File: src/include/core_params.svh
`ifndef CORE_PARAMS_SVH
`define CORE_PARAMS_SVH

//////////////////////////////////////////////////
// Core widths and sizes
//////////////////////////////////////////////////

// Data path width
`define XLEN 32

// Register index width, 32 architectural registers
`define REG_ADDR_W 5

// Default data memory depth in words, power of two
`define DMEM_WORDS 64

// Bytes per data word
`define XBYTES (`XLEN / 8)

`endif

File: src/logic/reg_file.sv
`timescale 1ns/1ps
`include "core_params.svh"

module reg_file (
    input  logic                   i_clk,
    input  logic                   i_rst_n,
    input  logic [`REG_ADDR_W-1:0] i_rs1_addr,
    input  logic [`REG_ADDR_W-1:0] i_rs2_addr,
    input  logic                   i_wb_en,
    input  logic [`REG_ADDR_W-1:0] i_wb_addr,
    input  logic [`XLEN-1:0]       i_wb_data,
    output logic [`XLEN-1:0]       o_rs1_rdata,
    output logic [`XLEN-1:0]       o_rs2_rdata
);

    // Storage for x1 to x31 only
    logic [`XLEN-1:0] regs [1:(1 << `REG_ADDR_W)-1];

    // Read with x0 forced to zero and write-through bypass
    function automatic logic [`XLEN-1:0] read_port(input logic [`REG_ADDR_W-1:0] addr);
        logic [`XLEN-1:0] data;
        if (addr == '0) begin
            data = '0;
        end else if (i_wb_en && i_wb_addr == addr) begin
            data = i_wb_data;
        end else begin
            data = regs[addr];
        end
        return data;
    endfunction

    always_ff @(posedge i_clk or negedge i_rst_n) begin
        if (!i_rst_n) begin
            for (int r = 1; r < (1 << `REG_ADDR_W); r++) begin
                regs[r] <= '0;
            end
        end else if (i_wb_en && i_wb_addr != '0) begin
            regs[i_wb_addr] <= i_wb_data;
        end
    end

    always_comb begin
        o_rs1_rdata = read_port(i_rs1_addr);
        o_rs2_rdata = read_port(i_rs2_addr);
    end

endmodule

File: config.mk
export PLATFORM = sky130hd
export DESIGN_NAME = reg_file
export DESIGN_NICKNAME = d
export VERILOG_FILES = /design/src/logic/reg_file.sv
export VERILOG_INCLUDE_DIRS = /design/src /design/src/include
export SDC_FILE = /design/constraint.sdc
export NUM_CORES = 2
export LEC_CHECK = 0
export BUFFER_PORTS_ARGS = -buffer_cell sky130_fd_sc_hd__buf_2
export CAP_MARGIN = 20
export CORE_UTILIZATION = 50
export DETAILED_ROUTE_END_ITERATION = 8
export PLACE_DENSITY_LB_ADDON = 0.05
export RECOVER_POWER = 100
export SLEW_MARGIN = 40
export SYNTH_ARGS = -nofsm -noshare
export SYNTH_HDL_FRONTEND = slang
export SYNTH_SLANG_ARGS = --single-unit
File: constraint.sdc
create_clock -name i_clk -period 3.6 [get_ports i_clk]
set_input_delay 0.54 -clock i_clk [delete_from_list [all_inputs] [get_ports i_clk]]
set_output_delay 0.54 -clock i_clk [all_outputs]
set_load 0.005 [all_outputs]
After elaboration in Yosys (flattened, before gate mapping). Cells that the tools add are included.

Flip-flop bits (word level): 992. Word-level logic and storage cells: 60. Input bits: 50. Output and inout bits: 64.

Reduce and logical (&&, ||, !) cells: 7. Magnitude comparators: 4. Mux-type cells: 13. Equality and inequality tests: 2. Bitwise gates (word level): 3.

Operators by type and width (number): $bwmux W992 (1); $bmux W32 S5 (2); $mux W32 (9); $demux W32 S5 (1); $ge A6 B6 Y1 const B (3); $not A5 Y6 (3); $eq A5 B5 Y1 (2); $logic_not A5 Y1 (2); $lt A6 B1 Y1 const B (1); $reduce_bool A5 Y1 (1); $logic_and A1 B1 Y1 (4).

Depth between registers and ports, before layout.
Depth in word-level cells: 6. Gate-level depth with buffers: 10. Depth with buffers taken out: 5.

Worst setup path before layout. Ideal clock, no wire load.

Kind: input to output. From: in i_rs1_addr[0]. To: out o_rs1_rdata[29]. Data required time: 3.060 ns. Buffers on the path: 3. Stages: 7. Arrival: 2.088 ns. Setup slack: 0.972 ns. Path through: buf_2 buf_4 buf_2 mux4_2 a22oi_1 o211a_1 a21oi_1.

Longest elaborated chain between the ends: 6. Elaborated cells between the ends (all ways): 9. Those cells by class: 1 x eq/ne; 5 x mux; 1 x bitwise; 2 x reduce/logical.

RTL lines: start, declared (line reg_file.sv:7) `` input logic [`REG_ADDR_W-1:0] i_rs1_addr, ``; $not A5 Y6 (not written as such) (line reg_file.sv:27) `data = regs[addr];`; $bmux W32 S5 (line reg_file.sv:27); $mux W32 (not written as such) (2 in series) (line reg_file.sv:27); $mux W32 (line reg_file.sv:24) `end else if (i_wb_en && i_wb_addr == addr) begin`; $mux W32 (*) (line reg_file.sv:22) `if (addr == '0) begin`; end, declared (line reg_file.sv:12) `` output logic [`XLEN-1:0] o_rs1_rdata, ``.

Mark *: on every way between the ends. The rest lies on a longest branch, timed or not. The select of a mux whose other input is x is not followed.

Worst setup path after layout.
From: in i_rs2_addr[0]. To: out o_rs2_rdata[19].

Longest elaborated chain between the ends: 6. Elaborated cells between the ends (all ways): 9. Those cells by class: 1 x eq/ne; 5 x mux; 1 x bitwise; 2 x reduce/logical.

RTL lines: start, declared (line reg_file.sv:8) `` input logic [`REG_ADDR_W-1:0] i_rs2_addr, ``; $not A5 Y6 (not written as such) (line reg_file.sv:27); $bmux W32 S5 (line reg_file.sv:27); $mux W32 (not written as such) (2 in series) (line reg_file.sv:27); $mux W32 (line reg_file.sv:24); $mux W32 (*) (line reg_file.sv:22); end, declared (line reg_file.sv:13) `` output logic [`XLEN-1:0] o_rs2_rdata ``.

Marked as above.

==> impl_metrics.yaml <==
run_status:
  status: "complete, but fails checks"
  failed_checks: "capacitance limit, slew limit, setup timing"
cts:
  cts_max_level: 3
  cts_tree: "yes"
  post_cts_buffers: 0
  cts_root_buf: "clkbuf_16"
  cts_hold_buf: 1
  clockBufferDepth: 3
  cts_buffers: 113
  clk_latency_ns: 0.70
  cts.sinks: 992
  clk_pin_slew_worst_paths_ns: 0.06
  cts_resized: 0
finish:
  nets: 3847
  largest_reg_flops: 992
  top_register: "regs"
  area_delta_synth_final_pct: 11.5
  fillCellCount: 8654
  reg_top3: "regs x992"
  stdcell_area_um2: 60400
  drive_above_1_share_pct: 51.4
  fin_util_pct: 56.3
sta:
  worst_slack_ns: -0.0256
  fmax_mhz: 276
  hold_violations: 0
  relSlewSlack_pct: -61.0
  min_period_ns: 3.63
  period_share_pct: 101
  tns_ns: -0.0256
  setup_viol: 1
  slew_violations: 759
  rsz0062_at_grt: "no"
  fin_worst_skew_ns: 0
  worstMarginPinSlew_ns: 2.41
floorplanning:
  die_y_um: 331
  rows: 120
  ios: 114
  dieArea_um2: 110000
  core_um2: 107000
  die_w_um: 331
  start_util_pct: 50.5
logic_synthesis:
  synth.area.mux_share_pct: 42.1
  synthSimpleGateAreaFrac_pct: 2.42
  syn_area_per_cell_um2: 14.5
  yosys-top-cells-count: "mux2_2, dfrtp_1, mux4_2"
  synthAdderAreaFrac_pct: 0
  synth-compound-area-share_pct: 5.67
  ys_top_cells_by_area: "dfrtp_1, mux2_2, mux4_2, mux2i_1, buf_2"
  yosys_warnings: 0
  synth-edff-count: 0
  yosysMostFrequentCell: "mux2_2"
  synth_cells: 3731
  syn_area_um2: 54100
  synth_top_area_cell: "dfrtp_1"
  synthDominantCellAreaShare_pct: 45.9
  synth_nets: 3781
  yosysSeqAreaShare_pct: 45.9
  ys_ff_latch: 992
  yosysUniqueCellTypes: 51
  synthArstFlopShare_pct: 100
  synth_top_family_by_area: "multiplexers"
  synth_xor_area_share_pct: 0.162
  ys.flop_type: "dfrtp_1"
worst_setup_path:
  setup.worst_path.end_class: "output port"
  cp_max_fo: 31
  crit_required_ns: 3.06
  path_class: "input port to output port"
  critPathArrivalTime_ns: 3.09
  critPathLaunchType: "input port"
place:
  dp_hpwl_um: 120000
  globalplace.congestion: 0.892
  preCtsSetupSlack_ns: 0.145
  dpl_cell_area_um2: 57300
  io_buffers: 113
global_route:
  antenna_found_initial: 14
  grt_usage_pct: 35.3
  grt_first_pass_wirelength_um: 276000
  grt_pass1_vias: 37817
  overflow: 0
  grt_max_degree: 91
pwr:
  combPwrFrac_pct: 21.1
  p_per_area_nw_per_um2: 559
  p_int_mw: 24.3
  peakVddDrop_uv: 429
  power_frac_clock_pct: 34.5
  switching_share_pct: 28.1
  p_total_mw: 33.7
  switchingPower_mw: 9.48
  leakagePower_nw: 26.1
  p_seq_share_pct: 44.4
drt:
  wl_um: 191000
  vias: 36828
  antenna_left: 0
  drt_iter0_markers: 3910
  viasPerCell: 6.95
  dr.pass1.iters: 5
  routedWlPerCell_um: 36.1
  drc: 0
job:
  drv_cap: 30
hold_path:
  hold_path.class: "input port to register"
==> per-layer routing <==
| layer | GRT usage [%] | wire length, µm | vias to the layer above |
|---|---|---|---|
| li1 | - | - | 14591 |
| met1 | 49.6 | 79200 | 20070 |
| met2 | 53.6 | 87500 | 1708 |
| met3 | 7.60 | 16200 | 447 |
| met4 | 14.2 | 8420 | 12 |
| met5 | 0 | 95 | - |
==> power groups by stage <==
| stage | clock network [mW] | registers [mW] | logic [mW] |
|---|---|---|---|
| after detailed placement | 0 | 15.1 | 7.16 |
| after CTS | 11.8 | 14.9 | 7.19 |
| after floorplan | 0 | 14.5 | 5.27 |
| after global placement | 0 | 14.8 | 6.98 |
| after global routing | 12.2 | 15.2 | 7.57 |
| final | 11.6 | 15.0 | 7.13 |
==> layout make-up <==
class	instances	area (µm²)	share of cell area [%]
multi-input combinational	2333	27400	45.4
sequential	992	24800	41.1
clock inverter	41	392	0.649
timing repair buffer	354	2620	4.33
antenna	3	7.51	0.0124
clock buffer	167	3350	5.55
inverter	3	11.3	0.0187
tap	1403	1760	2.91
==> final timing paths <==
| check | end | from | slack, ns | depth (start not counted) |
|---|---|---|---|---|
| worst min-delay path | regs[153] | i_wb_data[25] | 0.22 | 2 |
| min in group asynchronous | regs[394] | i_rst_n | 0.33 | 2 |
| worst min register to register | regs[32] | regs[32] | 0.52 | 1 |
| worst max-delay path | o_rs2_rdata[19] | i_rs2_addr[0] | -0.03 | 9 |
| max in group asynchronous | regs[241] | i_rst_n | 0.49 | 3 |
| worst max register to register | regs[243] | regs[243] | 2.77 | 1 |
==> through the flow <==
stage	hold slack [ns]	std cells
floorplan	0.244	3731
global placement	0.499	5083
detailed placement	0.512	5084
CTS	0.161	5293
global route	0.212	5294
finish	0.221	5296
==> cells in the final DEF (no fill, tap or decap), types with 40 or more instances in the layout <==
cell type,instances
clkbuf_1,96
buf_2,86
a22oi_1,47
o211ai_1,60
a21oi_1,41
mux4_2,405
nand2_1,152
clkbuf_16,114
nand3_1,40
clkbuf_2,43
mux2i_1,160
dfrtp_1,992
mux2_2,1064
buf_4,96
==> critical path, stage by stage <==
cell	delay (ns)
buf_8	0.20
clkbuf_1	0.24
nor2b_4	0.16
buf_6	0.49
a221o_1	0.25
a21oi_1	0.06
a211oi_1	0.62
o221a_2	0.35
buf_2	0.12
==> cells by family (layout without fill, tap and decap cells) <==
family,count (synthesis),count (layout)
simple gates,291,291
buf+inv,406,565
compound gates,398,398
flops,992,992
xor+xnor,10,10
other cells,0,3
mux,1634,1634
(Power assumes the default switching activity.)
