**src/include/core_params.svh**
```systemverilog
`ifndef CORE_PARAMS_SVH
`define CORE_PARAMS_SVH

//////////////////////////////////////////////////
// Core widths and sizes
//////////////////////////////////////////////////

// Data path width
`define XLEN 32

// Register index width, 32 architectural registers
`define REG_ADDR_W 5

// Default data memory depth in words, power of two
`define DMEM_WORDS 64

// Bytes per data word
`define XBYTES (`XLEN / 8)

`endif

```
**src/logic/core_pkg.sv**
```systemverilog
package core_pkg;

    // Major opcode field, inst[6:0]
    typedef enum logic [6:0] {
        OP     = 7'b0110011,
        OP_IMM = 7'b0010011,
        LUI    = 7'b0110111,
        LOAD   = 7'b0000011,
        STORE  = 7'b0100011
    } rv_opcode_e;

    // Operation class after decode
    typedef enum logic [2:0] {
        CLS_ALU_REG = 3'd0,
        CLS_ALU_IMM = 3'd1,
        CLS_LUI     = 3'd2,
        CLS_LOAD    = 3'd3,
        CLS_STORE   = 3'd4,
        CLS_ILLEGAL = 3'd5
    } op_class_e;

    // ALU operation select
    typedef enum logic [3:0] {
        ADD  = 4'd0,
        SUB  = 4'd1,
        SLL  = 4'd2,
        SLT  = 4'd3,
        SLTU = 4'd4,
        XOR  = 4'd5,
        SRL  = 4'd6,
        SRA  = 4'd7,
        OR   = 4'd8,
        AND  = 4'd9
    } alu_op_e;

endpackage

```
**src/logic/issue_if.sv**
```systemverilog
`timescale 1ns/1ps
`include "core_params.svh"

interface issue_if;
    import core_pkg::*;

    // One decoded instruction in the issue slot
    logic                   valid;
    logic [`XLEN-1:0]       inst;
    op_class_e              op_class;
    alu_op_e                alu_op;
    logic [2:0]             funct3;
    logic [`REG_ADDR_W-1:0] rs1_addr;
    logic [`REG_ADDR_W-1:0] rs2_addr;
    logic [`REG_ADDR_W-1:0] rd_addr;
    logic [`XLEN-1:0]       imm;

    // Decoder side
    modport src  (output valid, inst, op_class, alu_op, funct3,
                  rs1_addr, rs2_addr, rd_addr, imm);

    // Execute units and retire
    modport sink (input valid, inst, op_class, alu_op, funct3,
                  rs1_addr, rs2_addr, rd_addr, imm);

endinterface

```
**src/logic/int_alu.sv**
```systemverilog
`timescale 1ns/1ps
`include "core_params.svh"

module int_alu (
    issue_if.sink            i_issue,
    input  logic [`XLEN-1:0] i_rs1_rdata,
    input  logic [`XLEN-1:0] i_rs2_rdata,
    output logic [`XLEN-1:0] o_alu_result
);
    import core_pkg::*;

    logic [`XLEN-1:0] op1;
    logic [`XLEN-1:0] op2;
    logic [4:0]       shamt;
    logic [`XLEN-1:0] result;
    logic             has_result;

    //////////////////////////////////////////////////
    // Operand select
    //////////////////////////////////////////////////

    // LUI adds its U immediate to zero
    assign op1   = (i_issue.op_class == CLS_LUI) ? '0 : i_rs1_rdata;
    assign op2   = (i_issue.op_class == CLS_ALU_REG) ? i_rs2_rdata : i_issue.imm;
    assign shamt = op2[4:0];

    //////////////////////////////////////////////////
    // Operation
    //////////////////////////////////////////////////
    always_comb begin
        case (i_issue.alu_op)
            ADD:     result = op1 + op2;
            SUB:     result = op1 - op2;
            SLL:     result = op1 << shamt;
            SLT:     result = {{(`XLEN-1){1'b0}}, $signed(op1) < $signed(op2)};
            SLTU:    result = {{(`XLEN-1){1'b0}}, op1 < op2};
            XOR:     result = op1 ^ op2;
            SRL:     result = op1 >> shamt;
            SRA:     result = $signed(op1) >>> shamt;
            OR:      result = op1 | op2;
            AND:     result = op1 & op2;
            default: result = '0;
        endcase
    end

    // Only register, immediate and LUI classes produce a value
    assign has_result = (i_issue.op_class == CLS_ALU_REG) ||
                        (i_issue.op_class == CLS_ALU_IMM) ||
                        (i_issue.op_class == CLS_LUI);

    assign o_alu_result = has_result ? result : '0;

endmodule

```
**src/flat_wrapper.sv**
```systemverilog
// flat-port wrapper written by rule: the top's interface ports become plain ports
module int_alu_flat import core_pkg::*;
  (i_rs1_rdata, i_rs2_rdata, o_alu_result, i_issue_valid, i_issue_inst, i_issue_op_class, i_issue_alu_op, i_issue_funct3, i_issue_rs1_addr, i_issue_rs2_addr, i_issue_rd_addr, i_issue_imm);
  issue_if i_issue_i ();
  input  logic [`XLEN-1:0] i_rs1_rdata;
  input  logic [`XLEN-1:0] i_rs2_rdata;
  output logic [`XLEN-1:0] o_alu_result;
  input wire logic [$bits(i_issue_i.valid)-1:0] i_issue_valid;
  input wire logic [$bits(i_issue_i.inst)-1:0] i_issue_inst;
  input wire logic [$bits(i_issue_i.op_class)-1:0] i_issue_op_class;
  input wire logic [$bits(i_issue_i.alu_op)-1:0] i_issue_alu_op;
  input wire logic [$bits(i_issue_i.funct3)-1:0] i_issue_funct3;
  input wire logic [$bits(i_issue_i.rs1_addr)-1:0] i_issue_rs1_addr;
  input wire logic [$bits(i_issue_i.rs2_addr)-1:0] i_issue_rs2_addr;
  input wire logic [$bits(i_issue_i.rd_addr)-1:0] i_issue_rd_addr;
  input wire logic [$bits(i_issue_i.imm)-1:0] i_issue_imm;
  assign i_issue_i.valid = i_issue_valid;
  assign i_issue_i.inst = i_issue_inst;
  assign i_issue_i.op_class = i_issue_op_class;
  assign i_issue_i.alu_op = i_issue_alu_op;
  assign i_issue_i.funct3 = i_issue_funct3;
  assign i_issue_i.rs1_addr = i_issue_rs1_addr;
  assign i_issue_i.rs2_addr = i_issue_rs2_addr;
  assign i_issue_i.rd_addr = i_issue_rd_addr;
  assign i_issue_i.imm = i_issue_imm;
  int_alu u_core (.i_issue(i_issue_i), .i_rs1_rdata(i_rs1_rdata), .i_rs2_rdata(i_rs2_rdata), .o_alu_result(o_alu_result));
endmodule
```
**config.mk**
```make
export PLATFORM = sky130hd
export DESIGN_NAME = int_alu_flat
export DESIGN_NICKNAME = d
export VERILOG_FILES = /design/src/logic/core_pkg.sv /design/src/logic/issue_if.sv /design/src/logic/int_alu.sv /design/src/flat_wrapper.sv
export VERILOG_INCLUDE_DIRS = /design/src /design/src/include
export SDC_FILE = /design/constraint.sdc
export NUM_CORES = 1
export LEC_CHECK = 0
export ABC_AREA = 1
export BUFFER_PORTS_ARGS = -buffer_cell sky130_fd_sc_hd__clkbuf_2
export CORE_ASPECT_RATIO = 1.75
export CORE_UTILIZATION = 25
export DETAILED_ROUTE_END_ITERATION = 8
export PLACE_DENSITY = 0.46
export SYNTH_ARGS = -nofsm -noshare
export SYNTH_HDL_FRONTEND = slang
export SYNTH_SLANG_ARGS = --single-unit
```
**constraint.sdc**
```tcl
create_clock -name vclk -period 4.7
set_clock_uncertainty 0.2 [all_clocks]
set_input_delay 0.47 -clock vclk [all_inputs]
set_output_delay 0.47 -clock vclk [all_outputs]
set_load 0.02 [all_outputs]
```
# == Yosys cells after proc, flatten, opt, wreduce, memory -nomap -nowiden ==
# Cells that the tools add are included.
# W data, S select, Z words.
# totals
ff_bits,0
output_inout_bits,32
elab_cells,29
# op_classes
add_sub_neg,2
order_cmp,2
eq_ne,11
shifts,3
muxes,4
bitwise,3
n_reduce_logical,4
# op_table
operator,count
$pmux W32 S10,1
$mux W32,3
$lt A32 B32 Y1,2
$add A32 B32 Y32,1
$and A32 B32 Y32,1
$or A32 B32 Y32,1
$shl A32 B5 Y32,1
$shr A32 B5 Y32,1
$sshr A32 B5 Y32,1
$sub A32 B32 Y32,1
$xor A32 B32 Y32,1
$eq A4 B3 Y1 const B,4
$eq A4 B2 Y1 const B,2
$eq A4 B4 Y1 const B,2
$eq A4 B1 Y1 const B,1
$logic_not A4 Y1,1
$eq A3 B1 Y1 const B,1
$eq A3 B2 Y1 const B,1
$logic_not A3 Y1,1
$logic_or A1 B1 Y1,2

# == Depth between registers and ports, before layout ==
# depth
depth_word,5
ltp_mapped,23

# == Worst setup path after synthesis ==
# No wires, ideal clock.
# synth_path
kind,input port to output port
from,in i_issue_op_class[0]
to,out o_alu_result[31]
t_arrival_ns,3.260
path_slack_ns,0.770
path_stages,17
n_path_buf,3
cell_sequence,nor2_4 -> nand2_4 -> o21ai_1 -> clkbuf_1 -> buf_1 -> ha_1 -> clkbuf_1 -> a21oi_1 -> o21ai_0 -> o21bai_1 -> nand2_1 -> nand2_1 -> nand2_1 -> nand2_1 -> nand2_1 -> nand3_1 -> a21oi_1
# synth_between
elab_chain_cells,5
elab_cells_between_ends,17
classes_between,add/sub (2); eq/ne (2); shift (3); mux (4); bitwise (3); reduce/logical (3)
# synth_lines
item,line_no,text
start: declaration,flat_wrapper.sv:10,input wire logic [$bits(i_issue_i.op_class)-1:0] i_issue_op_class;
$eq A3 B2 Y1 / $logic_not A3 Y1 (equally long branches),-,
"$mux W32, on equally long branches","int_alu.sv:23, int_alu.sv:24",
$sub A32 B32 Y32 (tied with other cells),int_alu.sv:33,SUB: result = op1 - op2;
$pmux W32 S10,int_alu.sv:31,case (i_issue.alu_op)
$mux W32 *,int_alu.sv:51,assign o_alu_result = has_result ? result : '0;
end: declaration,flat_wrapper.sv:7,output logic [`XLEN-1:0] o_alu_result;
# Every way passes the cells marked *; elsewhere a longest branch is shown, timed or not.

# == Worst setup path in the final report ==
# layout_path
from,in i_issue_op_class[0]
to,out o_alu_result[14]
# The elaborated chain is that of the path after synthesis.

==> results.cfg <==
[timing]
rsz0062_at_grt = false
hold_viol_final = 0
drv_slew = 0
hold-worst-slack_ns = 1.396
max_freq_mhz = 220.8
fin_ws_ns = 0.1711
worst-slew-pin-transition_ns = 0.7611
setup_viol = 0
finalSetupTns_ns = 0
slew_headroom = 0.4914
period_share = 0.9636
fin_crit_ns = 4.529

[drt]
ant_nets = 0
wl_um = 65570
drtIter0Drc = 1130
wl_per_cell_um = 23.48
vias_per_cell = 5.361
vias = 14970
drt_pass1_iterations = 8
route.detailed.drc = 0

[setup_path]
end_kind = output port
critical_path.max_fanout = 16
crit_type = in2out
arrival_ns = 3.86
cp-start-kind = input port
crit_required_ns = 4.03

[run_status]
status = finished clean

[global_route]
grt-ovfl-total = 0
grt_pass1_wl_um = 93560
grt_max_degree = 70
grt_usage = 0.3060
antenna_found_initial = 1
grt_pass1_vias = 14700

[floorplanning]
die_h_um = 269.8
pin_count = 186
die_x_um = 155.0
start_util = 0.2550
die_area_um2 = 41820
coreArea_um2 = 40170
rows = 97

[pwr]
vdd.ir_drop.worst_v = 0.00004085
power_frac_seq = 0
p_sw_frac = 0.6957
p_int_mw = 0.5583
p_clk_frac = 0
p_leak_nw = 6.604
p_comb_frac = 1.000
power.switching_mw = 1.276
powerDensity_nw_per_um2 = 151.2

[final_layout]
clkbuf_count = 0
drive_above_1_share = 0.1241
seq_cells = 0
antenna_cells = 0
nNetsFinal = 2505
area_delta_synth_final_pct = 18.43
finish.utilization = 0.3020
regArea_um2 = 0

[logic_synthesis]
synthTopCellsByArea = nand2_1 20%, nand3_1 17%, ha_1 12%
yosysWarningCount = 0
synth-seq-area-share = 0
synth_cell_types = 48
yosysTopAreaCell = nand2_1
ys_top_cells_by_count = 557 x nand2_1, 341 x nand3_1, 294 x inv_1, 238 x nor2_1, 134 x a21oi_1
syn-num-nets = 2359
synth.avg_cell_area_um2 = 4.869
synth_top_area_frac = 0.2041
syn_inst = 2104
synth_most_common_cell = nand2_1
synth.cell_area_um2 = 10240

[min_path]
hold_path_class = in2out

[place]
port-buffer-count = 135
gp_congestion = 0.9827
dpl_worst_slack_ns = 0.1525
dp_hpwl_um = 55650

[flow_run]
maxCapViolations = 0
==> routing by layer <==
metal  track usage  part of all wire  routed length (um)
met3       0.01332             0.035                2276
met5             0                 0                   0
met4        0.2441             0.099                6505
met1        0.3166              0.36               23540
met2        0.5679              0.51               33250
==> layout by cell type, fill, tap and decap left out, types with 9 or more instances in the layout <==
master	count
buf_4	94
o21bai_1	15
nand4_1	10
ha_1	97
inv_2	10
buf_12	9
o211ai_1	23
nor3_1	18
o21ai_0	127
nand2_1	554
a31oi_1	11
a21oi_1	133
inv_1	294
nor2_1	236
o21ai_1	25
o22ai_1	23
nand3_1	340
clkbuf_2	135
o21a_1	10
==> through the flow <==
step	power [mW]	cell area, um2	std cells
after floorplan	1.077	10240	2104
after CTS	1.802	12100	2792
after global routing	1.985	12130	2792
after detailed placement	1.793	12100	2792
final	1.835	12130	2792
after global placement	1.795	12100	2792
==> final timing paths <==
path	from	to	slack [ns]	cells past startpoint
worst max-delay path	i_issue_op_class[0]	o_alu_result[14]	0.17	17
worst min-delay path	i_issue_op_class[2]	o_alu_result[26]	1.40	6
==> worst max-delay path, stage by stage <==
cell,delay [ns]
clkbuf_2,0.11
nor2_4,0.21
nand2_4,0.15
buf_4,0.21
nand2_1,0.06
o21ai_0,0.07
buf_4,0.19
ha_1,0.40
a21oi_1,0.39
o21ai_0,0.20
a21oi_1,0.25
nand2_1,0.17
xor2_1,0.17
o21ai_0,0.33
nor2_1,0.16
nor2_1,0.13
clkbuf_2,0.18
==> cells by family after synthesis <==
| family | after synthesis | synth area share |
|---|---|---|
| simple gates | 1194 | 0.4948 |
| compound gates | 406 | 0.2267 |
| buf+inv | 401 | 0.1519 |
| fa+ha+maj | 101 | 0.1248 |
| xor+xnor | 2 | 0.001710 |
==> layout make-up <==
type | count | area [um2]
multi-input cells | 1703 | 8735
well taps | 544 | 680.7
fillers | 4831 | 28040
repair buffers | 238 | 1562
inverters | 307 | 1155
==> repair_timing <==
| item | CTS | global route |
|---|---|---|
| buffers inserted | 0 | 0 |
| gates resized for setup | 0 | 14 |
| hold buffers | 0 | 0 |
| setup endpoints to repair | 0 | 6 |
==> power groups by stage <==
stage	Combinational [mW]	Sequential (mW)	Clock, mW
6_report	1.83	0	0
5_1_grt	1.98	0	0
4_1_cts	1.80	0	0
3_5_place_dp	1.79	0	0
3_3_place_gp	1.80	0	0
2_1_floorplan	1.08	0	0
No activity file was read; power rests on OpenSTA's default activity.
