## src/include/core_params.svh

```systemverilog
`ifndef CORE_PARAMS_SVH
`define CORE_PARAMS_SVH

//////////////////////////////////////////////////
// Core widths and sizes
//////////////////////////////////////////////////

// Data path width
`define XLEN 32

// Register index width, 32 architectural registers
`define REG_ADDR_W 5

// Default data memory depth in words, power of two
`define DMEM_WORDS 64

// Bytes per data word
`define XBYTES (`XLEN / 8)

`endif

```

## src/logic/core_pkg.sv

```systemverilog
package core_pkg;

    // Major opcode field, inst[6:0]
    typedef enum logic [6:0] {
        OP     = 7'b0110011,
        OP_IMM = 7'b0010011,
        LUI    = 7'b0110111,
        LOAD   = 7'b0000011,
        STORE  = 7'b0100011
    } rv_opcode_e;

    // Operation class after decode
    typedef enum logic [2:0] {
        CLS_ALU_REG = 3'd0,
        CLS_ALU_IMM = 3'd1,
        CLS_LUI     = 3'd2,
        CLS_LOAD    = 3'd3,
        CLS_STORE   = 3'd4,
        CLS_ILLEGAL = 3'd5
    } op_class_e;

    // ALU operation select
    typedef enum logic [3:0] {
        ADD  = 4'd0,
        SUB  = 4'd1,
        SLL  = 4'd2,
        SLT  = 4'd3,
        SLTU = 4'd4,
        XOR  = 4'd5,
        SRL  = 4'd6,
        SRA  = 4'd7,
        OR   = 4'd8,
        AND  = 4'd9
    } alu_op_e;

endpackage

```

## src/logic/issue_if.sv

```systemverilog
`timescale 1ns/1ps
`include "core_params.svh"

interface issue_if;
    import core_pkg::*;

    // One decoded instruction in the issue slot
    logic                   valid;
    logic [`XLEN-1:0]       inst;
    op_class_e              op_class;
    alu_op_e                alu_op;
    logic [2:0]             funct3;
    logic [`REG_ADDR_W-1:0] rs1_addr;
    logic [`REG_ADDR_W-1:0] rs2_addr;
    logic [`REG_ADDR_W-1:0] rd_addr;
    logic [`XLEN-1:0]       imm;

    // Decoder side
    modport src  (output valid, inst, op_class, alu_op, funct3,
                  rs1_addr, rs2_addr, rd_addr, imm);

    // Execute units and retire
    modport sink (input valid, inst, op_class, alu_op, funct3,
                  rs1_addr, rs2_addr, rd_addr, imm);

endinterface

```

## src/logic/retire_stage.sv

```systemverilog
`timescale 1ns/1ps
`include "core_params.svh"

module retire_stage (
    input  logic                   i_clk,
    input  logic                   i_rst_n,
    issue_if.sink                  i_issue,
    input  logic [`XLEN-1:0]       i_alu_result,
    input  logic [`XLEN-1:0]       i_load_data,
    output logic                   o_wb_en,
    output logic [`REG_ADDR_W-1:0] o_wb_addr,
    output logic [`XLEN-1:0]       o_wb_data,
    output logic                   o_retire_valid,
    output logic [`XLEN-1:0]       o_retire_inst,
    output logic                   o_retire_trap,
    output logic [`REG_ADDR_W-1:0] o_retire_rd_waddr,
    output logic [`XLEN-1:0]       o_retire_rd_wdata
);
    import core_pkg::*;

    logic                   writes_rd;
    logic [`REG_ADDR_W-1:0] rd_eff;
    logic [`XLEN-1:0]       wdata_eff;
    logic                   ret_valid;
    logic                   ret_trap;
    logic                   ret_wb_en;
    logic [`XLEN-1:0]       ret_inst;
    logic [`REG_ADDR_W-1:0] ret_rd;
    logic [`XLEN-1:0]       ret_wdata;

    // Stores, traps and rd x0 report rd 0 with zero data
    assign writes_rd = ((i_issue.op_class == CLS_ALU_REG) ||
                        (i_issue.op_class == CLS_ALU_IMM) ||
                        (i_issue.op_class == CLS_LUI)     ||
                        (i_issue.op_class == CLS_LOAD)) && (i_issue.rd_addr != '0);

    assign rd_eff    = writes_rd ? i_issue.rd_addr : '0;
    assign wdata_eff = !writes_rd ? '0 :
                       (i_issue.op_class == CLS_LOAD) ? i_load_data : i_alu_result;

    //////////////////////////////////////////////////
    // Retire register
    //////////////////////////////////////////////////
    always_ff @(posedge i_clk or negedge i_rst_n) begin
        if (!i_rst_n) begin
            ret_valid <= 1'b0;
            ret_trap  <= 1'b0;
            ret_wb_en <= 1'b0;
        end else begin
            ret_valid <= i_issue.valid;
            ret_trap  <= i_issue.valid && (i_issue.op_class == CLS_ILLEGAL);
            ret_wb_en <= i_issue.valid && writes_rd;
        end
    end

    always_ff @(posedge i_clk) begin
        if (i_issue.valid) begin
            ret_inst  <= i_issue.inst;
            ret_rd    <= rd_eff;
            ret_wdata <= wdata_eff;
        end
    end

    // Write-back follows the report one edge later in the register file
    assign o_wb_en           = ret_wb_en;
    assign o_wb_addr         = ret_rd;
    assign o_wb_data         = ret_wdata;
    assign o_retire_valid    = ret_valid;
    assign o_retire_inst     = ret_inst;
    assign o_retire_trap     = ret_trap;
    assign o_retire_rd_waddr = ret_rd;
    assign o_retire_rd_wdata = ret_wdata;

endmodule

```

## src/flat_wrapper.sv

```systemverilog
// flat-port wrapper written by rule: the top's interface ports become plain ports
module retire_stage_flat import core_pkg::*;
  (i_clk, i_rst_n, i_alu_result, i_load_data, o_wb_en, o_wb_addr, o_wb_data, o_retire_valid, o_retire_inst, o_retire_trap, o_retire_rd_waddr, o_retire_rd_wdata, i_issue_valid, i_issue_inst, i_issue_op_class, i_issue_alu_op, i_issue_funct3, i_issue_rs1_addr, i_issue_rs2_addr, i_issue_rd_addr, i_issue_imm);
  issue_if i_issue_i ();
  input  logic i_clk;
  input  logic i_rst_n;
  input  logic [`XLEN-1:0] i_alu_result;
  input  logic [`XLEN-1:0] i_load_data;
  output logic o_wb_en;
  output logic [`REG_ADDR_W-1:0] o_wb_addr;
  output logic [`XLEN-1:0] o_wb_data;
  output logic o_retire_valid;
  output logic [`XLEN-1:0] o_retire_inst;
  output logic o_retire_trap;
  output logic [`REG_ADDR_W-1:0] o_retire_rd_waddr;
  output logic [`XLEN-1:0] o_retire_rd_wdata;
  input wire logic [$bits(i_issue_i.valid)-1:0] i_issue_valid;
  input wire logic [$bits(i_issue_i.inst)-1:0] i_issue_inst;
  input wire logic [$bits(i_issue_i.op_class)-1:0] i_issue_op_class;
  input wire logic [$bits(i_issue_i.alu_op)-1:0] i_issue_alu_op;
  input wire logic [$bits(i_issue_i.funct3)-1:0] i_issue_funct3;
  input wire logic [$bits(i_issue_i.rs1_addr)-1:0] i_issue_rs1_addr;
  input wire logic [$bits(i_issue_i.rs2_addr)-1:0] i_issue_rs2_addr;
  input wire logic [$bits(i_issue_i.rd_addr)-1:0] i_issue_rd_addr;
  input wire logic [$bits(i_issue_i.imm)-1:0] i_issue_imm;
  assign i_issue_i.valid = i_issue_valid;
  assign i_issue_i.inst = i_issue_inst;
  assign i_issue_i.op_class = i_issue_op_class;
  assign i_issue_i.alu_op = i_issue_alu_op;
  assign i_issue_i.funct3 = i_issue_funct3;
  assign i_issue_i.rs1_addr = i_issue_rs1_addr;
  assign i_issue_i.rs2_addr = i_issue_rs2_addr;
  assign i_issue_i.rd_addr = i_issue_rd_addr;
  assign i_issue_i.imm = i_issue_imm;
  retire_stage u_core (.i_clk(i_clk), .i_rst_n(i_rst_n), .i_issue(i_issue_i), .i_alu_result(i_alu_result), .i_load_data(i_load_data), .o_wb_en(o_wb_en), .o_wb_addr(o_wb_addr), .o_wb_data(o_wb_data), .o_retire_valid(o_retire_valid), .o_retire_inst(o_retire_inst), .o_retire_trap(o_retire_trap), .o_retire_rd_waddr(o_retire_rd_waddr), .o_retire_rd_wdata(o_retire_rd_wdata));
endmodule
```

## config.mk

```make
export PLATFORM = sky130hd
export DESIGN_NAME = retire_stage_flat
export DESIGN_NICKNAME = d
export VERILOG_FILES = /design/src/logic/core_pkg.sv /design/src/logic/issue_if.sv /design/src/logic/retire_stage.sv /design/src/flat_wrapper.sv
export VERILOG_INCLUDE_DIRS = /design/src /design/src/include
export SDC_FILE = /design/constraint.sdc
export NUM_CORES = 1
export LEC_CHECK = 0
export ABC_CLOCK_PERIOD_IN_PS = 800
export BUFFER_PORTS_ARGS = -buffer_cell sky130_fd_sc_hd__buf_2
export CORE_AREA = 2 2 104 106
export CTS_BUF_LIST = sky130_fd_sc_hd__clkbuf_4
export CTS_CLUSTER_DIAMETER = 80
export DETAILED_ROUTE_END_ITERATION = 8
export DIE_AREA = 0 0 106 108
export RECOVER_POWER = 50
export SLEW_MARGIN = 20
export SYNTH_ARGS = -nofsm -noshare
export SYNTH_HDL_FRONTEND = slang
export SYNTH_SLANG_ARGS = --single-unit
```

## constraint.sdc

```tcl
create_clock -name i_clk -period 0.8 [get_ports i_clk]
set_input_delay 0.04 -clock i_clk [delete_from_list [all_inputs] [get_ports i_clk]]
set_output_delay 0.04 -clock i_clk [all_outputs]
set_load 0.05 [all_outputs]
```

**After elaboration in Yosys (flattened, before gate mapping)**

Index checks and enable logic that the tools add are counted.

- Reductions and logical operators: 8
- Mux-type cells: 1
- Equal/unequal tests: 4

Operators with widths:

| operator | count |
|---|---|
| 2-to-1 mux 32 bit | 1 |
| equality test 3 x 2 -> 1 bit (second input constant) | 2 |
| nonzero test 5 bit | 1 |
| equality test 3 x 1 -> 1 bit (second input constant) | 1 |
| equality test 3 bit (second input constant) | 1 |
| logical AND 1 bit | 3 |
| logical NOT 3 bit | 1 |
| logical OR 1 bit | 3 |

- Word-level logic and storage cells: 19
- Output and inout port bits: 109
- Input port bits: 156
- Register bits: 72

**Depth between registers and ports, before layout**

- Depth in word-level cells: 6
- Depth in mapped cells: 5

**Worst setup path after synthesis**

Ideal clock, no wire load.

- Kind: in2reg
- From: input port i_issue_rd_addr[1]
- To: register u_core.ret_wdata[10], in the netlist u_core.o_retire_rd_wdata[10] (data pin)
- Setup time: 0.255 ns
- Arrival: 0.949 ns
- Path buffers: 1
- Stages on the path: 4
- Slack: -0.405 ns
- Path through: or4_4 > o21bai_4 > buf_6 > a21oi_1

- Word-level cells in the longest chain between the ends: 2

Ends and longest elaborated chain:

| what | RTL line | source |
|---|---|---|
| from (decl) | flat_wrapper.sv:24 | `input wire logic [$bits(i_issue_i.rd_addr)-1:0] i_issue_rd_addr;` |
| nonzero test 5 bit | retire_stage.sv:35 | `(i_issue.op_class == CLS_LOAD)) && (i_issue.rd_addr != '0);` |
| logical AND 1 bit | retire_stage.sv:35 |  |
| to (signal assigned) | retire_stage.sv:60 | `ret_wdata <= wdata_eff;` |
| to (decl) | retire_stage.sv:29 | `` logic [`XLEN-1:0] ret_wdata; `` |

No other way between the ends.
A chain may end at the register's enable or synchronous reset.

**Worst setup path in the final report**

- From: register u_core.ret_wdata[17], in the netlist u_core.o_retire_rd_wdata[17]
- To: output port o_retire_rd_wdata[17]

RTL lines:

| what | RTL line | source |
|---|---|---|
| to (decl) | flat_wrapper.sv:16 | `` output logic [`XLEN-1:0] o_retire_rd_wdata; `` |

No word-level cell between the ends.

==> summary by stage <==
Routing
The detailed router placed 2929 vias in this run. The number of antenna-violating nets in the routed design is 0. The average wire per cell in the routed design is 16.3 um. The first TritonRoute pass finished after 5 iterations. Using the TritonRoute via totals, the vias-per-cell ratio works out to 4.38. In this run, the number of DRC markers left after iteration 0 of detailed routing was 153. The number of design rule violations left after detail routing is 0. For this block, the routed nets add up to 10.9 mm of wire.

Cells and area
In the layout the commonest cells are buf_6 (111), dlygate4sd3_1 (106), buf_2 (103), edfxtp_1 (69), nand2_1 (64). The most common cell after layout, fill and taps aside is buf_6. In the final layout, the share of cells above drive strength 1 is 0.525. The count of cells in the finished layout, fillers not included, comes to 668. Across the whole layout, storage elements account for 2150 um2. Compared with the post-synthesis result, the final layout area differs by 106%.

The net count of the finished layout is 683. The count of filler cells inserted in the layout is 754. Summing all multi-input logic gate instances after layout gives 644 um2.

Power and ir drop
Of the total power, the share spent switching nets is 0.353. The total power per unit cell area is 1750 nW/um2. Of the total power, the clock network draws 0.207. The worst IR drop on VDD is 0.918 mV.

The share of total power dissipated in sequential elements is 0.438. In this run the power spent charging and discharging nets is 3.80 mW. The overall power consumption is 10.8 mW. Summed over all cells, the static leakage comes to 2.64 nW. The internal power of the cells is 6.96 mW. The share of total power dissipated in combinational logic is 0.355.

Placed design
The half-perimeter wire length after detailed placement is 5.81 mm. The congestion estimate from routability-driven global placement came to 0.730. Once placement completed, the tool counted placed cells totaling 540. The count of buffers inserted at the top-level ports is 215.

GRT
The most congested layer reported by global routing is met2. Across every metal layer, demand over resource in global routing totals 0.181. The total overflow left after global routing is 0. The via count of the first global-routing pass is 3177. In the global route stage, met3 resource usage came out at 0.0410. The first global-routing pass estimated 15.9 mm of wire. The largest net degree at the start of global routing is 37. The initial antenna violation count came to 1.

The met2 global-route usage is 0.357. The met1 routing resource usage after global routing is 0.178.

Timing
Setup slack on the critical path of the routed design comes to -0.302 ns. Dividing the final minimum period by the clock period gives 1.38. Setup repair after global routing could not meet its margin everywhere. The max-slew violation total from the final report is 0. Hold is met by 0.0583 ns. Static timing analysis puts the maximum clock frequency at 0.908 GHz. In this run the tightest slew margin relative to its limit is 0.650. The shortest clock period the worst path allows after layout is 1.10 ns. The transition time at the pin with the least slew margin is 0.525 ns. The setup violation total in the final timing report is 143. The number of failing hold endpoints at the final stage is 0.

Synthesis
During synthesis, Yosys emitted a total of 0 warnings. The netlist area before placement is 2990 um2. Ranked by total cell area, the synthesized netlist is headed by edfxtp_1 (69%), buf_4 (9.3%), nand2_1 (8.0%).

For this run, the register share of the synthesized area comes to 0.719. The library cell occupying the most area in the post-synthesis netlist is edfxtp_1. In the synthesized netlist, the number of instances is 227. The post-synth net total is 383.

The mean instance size in the synthesized netlist is 13.2 um2. The share of the synthesized area in the top cell type is 0.694. The number of unique standard cell types used by synthesis is 16. Synthesis inferred 72 register bits.

Setup path
The cell type group with the largest total delay on the critical path is flip-flops. The kind of critical path is reg -> out. The data arrival time of the critical path is 1.06 ns. In this design, the stage delay of the slowest critical-path cell is 0.45 ns.

The worst setup path is launched from a flop. On the critical path, the stage with the largest delay is an instance of edfxtp_1. The worst setup path is captured at a primary output. Along the worst path, the maximum fanout reaches 2.

The data required time of the worst path is 0.76 ns. The critical path goes through buf_4. The buffer and inverter count on the worst path is 1.

Clocking
The number of clock sinks is 72. The number of H-tree branching levels is 3. The TritonCTS clock tree is yes. Clock-pin slew was measured on the worst setup and hold paths at 0.12 ns. The longest clock path from root to sink contains 2 buffers. The total clock buffers created by CTS is 9. Clock tree synthesis selected as its root buffer the cell clkbuf_4.

Die
The core region is 10200 um2. The number of primary I/O pins is 265. The initial utilization of the core area, before any placement, comes to 0.292. The vertical die dimension is 108 um. The row count is 37.

The floorplan step defined a die boundary enclosing 11400 um2. The horizontal die dimension is 106 um.

Status
The final reports fail on negative setup slack. The run finished, with violations left.

Worst hold path
The class of the tightest hold or removal check is in -> reg.

Flow run
Max-cap violations in this run came to 0.
==> sequential cells by signal, summed over array words and instances (netlist names) <==
register / count
u_core.o_retire_rd_waddr: 5
u_core.o_retire_valid: 1
u_core.o_wb_en: 1
u_core.o_retire_rd_wdata: 32
u_core.o_retire_trap: 1
u_core.o_retire_inst: 32
==> routing by layer <==
layer / vias to the layer above / share of wire / routed length (um)
met5: - / 0 / 0
met4: 0 / 0.024 / 256
met3: 20 / 0.061 / 668
met2: 161 / 0.57 / 6180
met1: 1398 / 0.35 / 3770
li1: 1350 / - / -
==> timing repair <==
item | CTS | global route
pin swaps | 0 | 3
setup endpoints to repair | 141 | 142
gates resized for setup | 225 | 38
hold buffers | 106 | 0
setup buffers | 1 | 1
cloned | 1 | 3
hold endpoints to repair | 74 | 0
==> worst paths after layout <==
kind	from	to	slack, ns	depth (start not counted)
setup / recovery	u_core.o_retire_rd_wdata[17]	o_retire_rd_wdata[17]	-0.30	1
hold / removal	i_issue_op_class[2]	u_core.o_retire_rd_waddr[0]	0.06	3
max in group asynchronous	i_rst_n	u_core.o_wb_en	0.13	3
min in group asynchronous	i_rst_n	u_core.o_retire_trap	0.51	3
==> power groups by stage <==
| stage | clock network, mW | logic [mW] | registers, mW |
|---|---|---|---|
| floorplan | 0 | 1.08 | 5.76 |
| global placement | 0 | 2.68 | 4.66 |
| detailed placement | 0 | 2.69 | 4.67 |
| CTS | 2.31 | 3.64 | 4.70 |
| global route | 2.50 | 3.96 | 4.75 |
| finish | 2.23 | 3.83 | 4.72 |
==> area by class of cell <==
class,count,area share
antenna,1,0.000408
multi-input combinational,107,0.105
clock buffer,9,0.0110
timing repair buffer,336,0.496
clock inverter,6,0.00999
sequential,72,0.350
tap,136,0.0277
inverter,1,0.000611
==> metrics by stage <==
stage	util	TNS (ns)	worst slack, ns	cell area, um2
detailed placement	0.393	-17.78	-0.577	4020
floorplan	-	-16.55	-0.405	3130
finish	0.600	-34.71	-0.302	6140
global route	0.600	-41.39	-0.378	6140
CTS	0.580	-35.01	-0.354	5930
global placement	0.393	-17.63	-0.563	4020
==> cell usage after synthesis (all sizes together) <==
cell,n
and4b,1
nand3b,1
nor2,1
inv,1
dfrtp,3
buf,45
a21oi,32
nand2,64
clkbuf,2
nor2b,5
edfxtp,69
o21bai,1
or4,1
and3b,1
==> logic make-up (layout without fill, tap and decap cells) <==
group / Yosys count / after routing / synth area share
other cells: 0 / 1 / 0
simple gates: 74 / 74 / 0.105
flops: 72 / 72 / 0.719
buf+inv: 48 / 352 / 0.116
compound gates: 33 / 33 / 0.0599
Note: power is estimated with default switching activity, not from simulation.
