`config.mk`:
```
export PLATFORM = sky130hd
export DESIGN_NAME = load_store_unit_flat
export DESIGN_NICKNAME = d
export VERILOG_FILES = /design/src/logic/core_pkg.sv /design/src/logic/issue_if.sv /design/src/logic/load_store_unit.sv /design/src/flat_wrapper.sv
export VERILOG_INCLUDE_DIRS = /design/src /design/src/include
export SDC_FILE = /design/constraint.sdc
export NUM_CORES = 2
export LEC_CHECK = 0
export BUFFER_PORTS_ARGS = -buffer_cell sky130_fd_sc_hd__clkbuf_2
export CAP_MARGIN = 20
export CORE_UTILIZATION = 45
export CTS_CLUSTER_SIZE = 30
export DETAILED_ROUTE_END_ITERATION = 10
export GPL_TIMING_DRIVEN = 1
export PLACE_DENSITY_LB_ADDON = 0.2
export SETUP_SLACK_MARGIN = 0.3
export SYNTH_ARGS = -nofsm -noshare
export SYNTH_HDL_FRONTEND = slang
export SYNTH_SLANG_ARGS = --single-unit
```
`constraint.sdc`:
```
create_clock -name i_clk -period 9.9 [get_ports i_clk]
set_input_delay 1.485 -clock i_clk [delete_from_list [all_inputs] [get_ports i_clk]]
set_output_delay 1.485 -clock i_clk [all_outputs]
set_load 0.01 [all_outputs]
```
`src/include/core_params.svh`:
```
`ifndef CORE_PARAMS_SVH
`define CORE_PARAMS_SVH

//////////////////////////////////////////////////
// Core widths and sizes
//////////////////////////////////////////////////

// Data path width
`define XLEN 32

// Register index width, 32 architectural registers
`define REG_ADDR_W 5

// Default data memory depth in words, power of two
`define DMEM_WORDS 64

// Bytes per data word
`define XBYTES (`XLEN / 8)

`endif

```
`src/logic/core_pkg.sv`:
```
package core_pkg;

    // Major opcode field, inst[6:0]
    typedef enum logic [6:0] {
        OP     = 7'b0110011,
        OP_IMM = 7'b0010011,
        LUI    = 7'b0110111,
        LOAD   = 7'b0000011,
        STORE  = 7'b0100011
    } rv_opcode_e;

    // Operation class after decode
    typedef enum logic [2:0] {
        CLS_ALU_REG = 3'd0,
        CLS_ALU_IMM = 3'd1,
        CLS_LUI     = 3'd2,
        CLS_LOAD    = 3'd3,
        CLS_STORE   = 3'd4,
        CLS_ILLEGAL = 3'd5
    } op_class_e;

    // ALU operation select
    typedef enum logic [3:0] {
        ADD  = 4'd0,
        SUB  = 4'd1,
        SLL  = 4'd2,
        SLT  = 4'd3,
        SLTU = 4'd4,
        XOR  = 4'd5,
        SRL  = 4'd6,
        SRA  = 4'd7,
        OR   = 4'd8,
        AND  = 4'd9
    } alu_op_e;

endpackage

```
`src/logic/issue_if.sv`:
```
`timescale 1ns/1ps
`include "core_params.svh"

interface issue_if;
    import core_pkg::*;

    // One decoded instruction in the issue slot
    logic                   valid;
    logic [`XLEN-1:0]       inst;
    op_class_e              op_class;
    alu_op_e                alu_op;
    logic [2:0]             funct3;
    logic [`REG_ADDR_W-1:0] rs1_addr;
    logic [`REG_ADDR_W-1:0] rs2_addr;
    logic [`REG_ADDR_W-1:0] rd_addr;
    logic [`XLEN-1:0]       imm;

    // Decoder side
    modport src  (output valid, inst, op_class, alu_op, funct3,
                  rs1_addr, rs2_addr, rd_addr, imm);

    // Execute units and retire
    modport sink (input valid, inst, op_class, alu_op, funct3,
                  rs1_addr, rs2_addr, rd_addr, imm);

endinterface

```
`src/logic/load_store_unit.sv`:
```
`timescale 1ns/1ps
`include "core_params.svh"

module load_store_unit #(
    parameter int DMEM_WORDS = `DMEM_WORDS
) (
    input  logic             i_clk,
    input  logic             i_rst_n,
    issue_if.sink            i_issue,
    input  logic [`XLEN-1:0] i_rs1_rdata,
    input  logic [`XLEN-1:0] i_rs2_rdata,
    output logic [`XLEN-1:0] o_load_data
);
    import core_pkg::*;

    localparam int IDX_W = $clog2(DMEM_WORDS);

    logic [`XLEN-1:0]   mem [DMEM_WORDS];
    logic [`XLEN-1:0]   addr;
    logic [IDX_W-1:0]   word_idx;
    logic [1:0]         byte_off;
    logic [`XBYTES-1:0] mask;
    logic [`XLEN-1:0]   st_data;
    logic               store_en;
    logic [`XLEN-1:0]   rd_word;
    logic [7:0]         ld_byte;
    logic [15:0]        ld_half;

    //////////////////////////////////////////////////
    // Address
    //////////////////////////////////////////////////
    assign addr     = i_rs1_rdata + i_issue.imm;
    assign word_idx = addr[IDX_W+1:2];
    assign byte_off = addr[1:0];

    //////////////////////////////////////////////////
    // Store path
    //////////////////////////////////////////////////

    // funct3[1:0]: 00 byte, 01 half, 10 word
    always_comb begin
        case (i_issue.funct3[1:0])
            2'b00: begin
                mask    = 4'b0001 << byte_off;
                st_data = i_rs2_rdata << (8 * byte_off);
            end
            2'b01: begin
                mask    = byte_off[1] ? 4'b1100 : 4'b0011;
                st_data = i_rs2_rdata << (16 * byte_off[1]);
            end
            default: begin
                mask    = 4'b1111;
                st_data = i_rs2_rdata;
            end
        endcase
    end

    assign store_en = i_issue.valid && (i_issue.op_class == CLS_STORE);

    always_ff @(posedge i_clk or negedge i_rst_n) begin
        if (!i_rst_n) begin
            for (int w = 0; w < DMEM_WORDS; w++) begin
                mem[w] <= '0;
            end
        end else if (store_en) begin
            for (int b = 0; b < `XBYTES; b++) begin
                if (mask[b]) begin
                    mem[word_idx][8*b +: 8] <= st_data[8*b +: 8];
                end
            end
        end
    end

    //////////////////////////////////////////////////
    // Load path
    //////////////////////////////////////////////////
    assign rd_word = mem[word_idx];
    assign ld_byte = rd_word[8*byte_off +: 8];
    assign ld_half = byte_off[1] ? rd_word[31:16] : rd_word[15:0];

    // Extend by funct3, LBU and LHU zero fill
    always_comb begin
        case (i_issue.funct3)
            3'b000:  o_load_data = {{24{ld_byte[7]}}, ld_byte};
            3'b001:  o_load_data = {{16{ld_half[15]}}, ld_half};
            3'b100:  o_load_data = {24'd0, ld_byte};
            3'b101:  o_load_data = {16'd0, ld_half};
            default: o_load_data = rd_word;
        endcase
    end

endmodule

```
`src/flat_wrapper.sv`:
```
// flat-port wrapper written by rule: the top's interface ports become plain ports
module load_store_unit_flat import core_pkg::*;
#(
    parameter int DMEM_WORDS = `DMEM_WORDS
)
  (i_clk, i_rst_n, i_rs1_rdata, i_rs2_rdata, o_load_data, i_issue_valid, i_issue_inst, i_issue_op_class, i_issue_alu_op, i_issue_funct3, i_issue_rs1_addr, i_issue_rs2_addr, i_issue_rd_addr, i_issue_imm);
  issue_if i_issue_i ();
  input  logic i_clk;
  input  logic i_rst_n;
  input  logic [`XLEN-1:0] i_rs1_rdata;
  input  logic [`XLEN-1:0] i_rs2_rdata;
  output logic [`XLEN-1:0] o_load_data;
  input wire logic [$bits(i_issue_i.valid)-1:0] i_issue_valid;
  input wire logic [$bits(i_issue_i.inst)-1:0] i_issue_inst;
  input wire logic [$bits(i_issue_i.op_class)-1:0] i_issue_op_class;
  input wire logic [$bits(i_issue_i.alu_op)-1:0] i_issue_alu_op;
  input wire logic [$bits(i_issue_i.funct3)-1:0] i_issue_funct3;
  input wire logic [$bits(i_issue_i.rs1_addr)-1:0] i_issue_rs1_addr;
  input wire logic [$bits(i_issue_i.rs2_addr)-1:0] i_issue_rs2_addr;
  input wire logic [$bits(i_issue_i.rd_addr)-1:0] i_issue_rd_addr;
  input wire logic [$bits(i_issue_i.imm)-1:0] i_issue_imm;
  assign i_issue_i.valid = i_issue_valid;
  assign i_issue_i.inst = i_issue_inst;
  assign i_issue_i.op_class = i_issue_op_class;
  assign i_issue_i.alu_op = i_issue_alu_op;
  assign i_issue_i.funct3 = i_issue_funct3;
  assign i_issue_i.rs1_addr = i_issue_rs1_addr;
  assign i_issue_i.rs2_addr = i_issue_rs2_addr;
  assign i_issue_i.rd_addr = i_issue_rd_addr;
  assign i_issue_i.imm = i_issue_imm;
  load_store_unit #(.DMEM_WORDS(DMEM_WORDS)) u_core (.i_clk(i_clk), .i_rst_n(i_rst_n), .i_issue(i_issue_i), .i_rs1_rdata(i_rs1_rdata), .i_rs2_rdata(i_rs2_rdata), .o_load_data(o_load_data));
endmodule
```
After elaboration in Yosys (flattened, before gate mapping). Index checks and enable logic that the tools add are counted.

Bits in registers: 2048. Logic and storage cells: 108.

$add $sub $neg: 1. Magnitude comparators: 2. Equal/unequal tests: 5. Shift operators: 4. Mux-type cells: 27. Bitwise operators: 1. Reductions and logical operators: 4.

Operator list (number): 2048-bit 2-to-1 mux (7); 2048-bit bitwise mux (4); 32-bit demux with 6-bit select (4); 32-bit binary-select mux with 6-bit select (1); 32-bit one-hot mux with 4 select lines (1); 32-bit 2-to-1 mux (3); 32-bit one-hot mux with 2 select lines (1); 32-bit by 5-bit << shifter with 32-bit output (2); 16-bit 2-to-1 mux (2); 32-bit by 6-bit variable part select with 8-bit output (1); 24-bit 2-to-1 mux (1); 3-bit == test, second input constant (3); 8-bit adder (1); 8-bit 2-to-1 mux (1); 4-bit one-hot mux with 2 select lines (1); 7-bit >= comparator, second input constant (1); 7-bit by 1-bit less-than comparator with 1-bit output, second input constant (1); 6-bit NOT with 7-bit output (1); 4-bit 2-to-1 mux (1); 1-bit by 2-bit << shifter with 4-bit output, first input constant (1); 3-bit by 1-bit == test with 1-bit output, second input constant (1); 3-bit zero test (1); 2-bit by 1-bit == test with 1-bit output, second input constant (1); 1-bit logical AND (2); 2-bit zero test (1).

Longest topological paths before layout.
Depth in word-level cells: 17. Depth in mapped cells: 17. Depth with buffers taken out: 12.

Least setup slack after synthesis. No wires, ideal clock.

Kind: input -> output. Start: input i_issue_imm[0]. End: output o_load_data[1]. Data arrival time: 4.675 ns. Data required time: 8.415 ns. Path slack: 3.740 ns. Cell stages on the path: 15. Path through: ha_1 -> fa_1 -> buf_4 -> xnor2_4 -> buf_2 -> a21oi_1 -> o211ai_1 -> buf_2 -> buf_1 -> o22ai_1 -> a211oi_1 -> o22ai_1 -> a221oi_1 -> o2111ai_1 -> o311ai_1.

Word-level cells in the longest chain between the ends: 7. Elaborated cells between the ends (all ways): 8.

RTL lines: start: declaration (RTL line flat_wrapper.sv:21) `input wire logic [$bits(i_issue_i.imm)-1:0] i_issue_imm;`; 8-bit adder (*) (RTL line load_store_unit.sv:32) `assign addr = i_rs1_rdata + i_issue.imm;`; 6-bit NOT with 7-bit output (implied by the code) (RTL line load_store_unit.sv:77) `assign rd_word = mem[word_idx];`; 32-bit binary-select mux with 6-bit select (RTL line load_store_unit.sv:77); 32-bit 2-to-1 mux (implied by the code) (2 in series) (RTL line load_store_unit.sv:77); 32-bit by 6-bit variable part select with 8-bit output or 16-bit 2-to-1 mux (tied branches) (RTL line load_store_unit.sv:78, load_store_unit.sv:79); 32-bit one-hot mux with 4 select lines (*) (RTL line load_store_unit.sv:83) `case (i_issue.funct3)`; end: declaration (RTL line flat_wrapper.sv:12) `` output logic [`XLEN-1:0] o_load_data; ``.

Every way passes the cells marked *; elsewhere a longest branch is shown, timed or not. The select of a mux whose other input is x is not followed.

Worst setup path after layout.
Start: input i_issue_imm[0]. End: output o_load_data[4].

The elaborated chain is that of the path after synthesis.

==> results.sh <==
export IMPL_outcome="completed"
export IMPL_post_drt_via_cell_ratio=6.168
export IMPL_drive_above_1_share_pct=9.388
export IMPL_vdd_drop_max_v=0.0002163
export IMPL_crit_required_ps=8420
export IMPL_slew_violations=0
export IMPL_final_util_pct=51.01
export IMPL_cp_arrival_ps=7780
export IMPL_grt_pass1_vias=72460
export IMPL_yosysUniqueCellTypes=102
export IMPL_cts_buffers=216
export IMPL_gr_total_overflow=0
export IMPL_synth_mux_area_fraction_pct=0.9227
export IMPL_setup_viol=0
export IMPL_multiInputGateArea_mm2=0.03506
export IMPL_slew_headroom_pct=20.63
export IMPL_largest_reg_flops=2048
export IMPL_wl_per_cell_um=27.47
export IMPL_share_comb_of_total_power_pct=22.6
export IMPL_dr_first_iter_drc_count=9185
export IMPL_power_frac_seq_pct=40.0
export IMPL_finalWirelength_um=342300
export IMPL_swShare_pct=32.80
export IMPL_switching_power_uw=7418
export IMPL_cts_sinks=2048
export IMPL_num_vias=76850
export IMPL_critical_path_class="in2out"
export IMPL_synthArstFlopShare_pct=100.0
export IMPL_rsz0062_at_grt="false"
export IMPL_yosys_area_share_simple_pct=15.21
export IMPL_synth_seq_cells=2048
export IMPL_dr_pass1_iters=7
export IMPL_grt_antenna_before_repair=27
export IMPL_cts_tree="done"
export IMPL_cts_setup_buffers=0
export IMPL_syn_num_nets=9968
export IMPL_portBuffers=88
export IMPL_dp_hpwl_um=217200
export IMPL_cts_root_buf="clkbuf_16"
export IMPL_synthCells=9804
export IMPL_start_util_pct=45.34
export IMPL_finalSetupTns_ps=0
export IMPL_reg_top3="u_core.mem x2048"
export IMPL_core_area_mm2=0.1974
export IMPL_die_h_um=448.0
export IMPL_synth_top_family_by_area="compound AO/OA/AOI/OAI gates"
export IMPL_cap_violations=0
export IMPL_synth_seq_area_share_pct=57.26
export IMPL_syn_area_per_cell_um2=9.129
export IMPL_synth_edf_count=0
export IMPL_mostFrequentLayoutCell="nand2_1"
export IMPL_routabilityCongestion=0.9603
export IMPL_rows=163
export IMPL_p_leak_uw=0.04526
export IMPL_drc_errors=0
export IMPL_cts_hold_buf=0
export IMPL_largest_register="u_core.mem"
export IMPL_nFillCells=18290
export IMPL_min_path_cells=2
export IMPL_clock_fmax_mhz=108.0
export IMPL_min_path_type="reg2reg"
export IMPL_r2r_cells=2
export IMPL_fin_area_mm2=0.1007
export IMPL_internal_power_uw=15200
export IMPL_htreeDepth=4
export IMPL_path_clk_slew_ps=60
export IMPL_cp_end_kind="output pin"
export IMPL_cts_resized=0
export IMPL_crit_fanout=13
export IMPL_ys_flop_type="dfrtp_1"
export IMPL_setup_slack_ps=639.5
export IMPL_grt_max_degree=171
export IMPL_start_kind="primary input"
export IMPL_grt_usage_pct=33.95
export IMPL_clockBufferDepth=3
export IMPL_grt_pass1_wl_um=500300
export IMPL_die_area_mm2=0.2007
export IMPL_skew_ps=0
export IMPL_dp_worst_setup_slack_ps=1202
export IMPL_placed_area_mm2=0.09286
export IMPL_period_minus_slack_ps=9261
export IMPL_clkPwrFrac_pct=37.4
export IMPL_ys_warn_count=0
export IMPL_ios=188
export IMPL_die_width_um=448.0
export IMPL_syn_to_final_growth_pct=12.51
export IMPL_synth_adder_area_share_pct=0.1202
export IMPL_worstMarginPinSlew_ps=1188
export IMPL_post_route_period_util_pct=93.54
export IMPL_regArea_mm2=0.05125
export IMPL_fin_nets=9789
export IMPL_synth_xor_area_share_pct=0.1384
export IMPL_hold_viol=0
export IMPL_powerDensity_mw_per_mm2=224.6
export IMPL_final_cell_mix="nand2_1, dfrtp_1, o21ai_0, nor2_1, a21oi_1"
export IMPL_ant_nets=0
export IMPL_insertion_delay_ps=870
export IMPL_synth_area_mm2=0.08950
export IMPL_synth_compound_area_share_pct=22.19
[worst max-delay path: stages]
cell      delay, ps
clkbuf_2         80
ha_1            530
fa_1            850
a211o_1         340
a21oi_2         290
o21ai_4         820
buf_4           330
o22ai_1         110
a21oi_1         160
a21boi_0        680
o21ai_0         200
nor4b_2        1020
mux2i_1         180
o221ai_1        240
buf_4           270
clkbuf_2        160
[Yosys cell counts, types with 37 or more instances]
master       n  area share [%]
nand2_1   2062             8.6
dfrtp_1   2048              57
o21ai_0   1664             9.3
nor2_1    1002             4.2
a21oi_1    659             3.7
o22ai_1    476             3.3
clkbuf_1   464             1.9
buf_2      262             1.5
o221ai_1   124             1.2
nor3_1      93            0.52
nand3_1     70            0.39
a211oi_1    60            0.50
mux2i_1     60            0.67
a31oi_1     40            0.28
buf_1       37            0.16
[final cells by class]
class | count | share of cell area [%]
flip-flops and latches | 2048 | 50.89
multi-input cells | 6926 | 34.81
clock buffers | 349 | 6.711
repair buffers | 421 | 3.560
well taps | 2640 | 3.280
clock inverters | 54 | 0.6734
inverters | 12 | 0.04473
diodes | 10 | 0.02485
[final timing paths]
check / start / endpoint / slack, ps
max: i_issue_imm[0] / o_load_data[4] / 640
min: u_core.mem[1559] / u_core.mem[1559] / 470
max reg2reg: u_core.mem[1311] / u_core.mem[1311] / 9120
min reg2reg: u_core.mem[1559] / u_core.mem[1559] / 470
max in group asynchronous: i_rst_n / u_core.mem[1753] / 6830
min in group asynchronous: i_rst_n / u_core.mem[1674] / 580
[per-layer routing]
| layer | vias to the layer above | wire [µm] | GRT usage [%] |
|---|---|---|---|
| li1 | 33920 | - | - |
| met1 | 37910 | 136100 | 44.99 |
| met2 | 3936 | 150100 | 50.76 |
| met3 | 1063 | 32990 | 7.941 |
| met4 | 18 | 23060 | 20.27 |
| met5 | - | 120 | 0 |
[power groups by stage]
stage / logic, µW / clock network [µW] / registers [µW]
after floorplan: 2500 / 0 / 9130
after global placement: 4860 / 0 / 9170
after detailed placement: 4890 / 0 / 9190
after CTS: 4910 / 8510 / 9040
after global routing: 5260 / 8870 / 9100
final: 5110 / 8450 / 9060
[cell families (layout without fill, tap and decap cells)]
| logic type | after synthesis | in the layout |
|---|---|---|
| DFF | 2048 | 2048 |
| buffers and inverters | 830 | 836 |
| muxes | 78 | 78 |
| xor gates and xnor gates | 9 | 9 |
| other | 0 | 10 |
| and+or+nand+nor | 3406 | 3406 |
| AOI/OAI and AO/OA | 3425 | 3425 |
| adders and majority gates | 8 | 8 |
[metrics by stage]
step	instances	total power [µW]	hold WS, ps
after floorplan	9804	11630	441.3
after global placement	12000	14030	453.2
after detailed placement	12010	14080	463.6
after CTS	12420	22470	476.9
after global routing	12450	23230	493.2
final	12460	22620	474.3
Note: power is estimated with default switching activity, not from simulation.
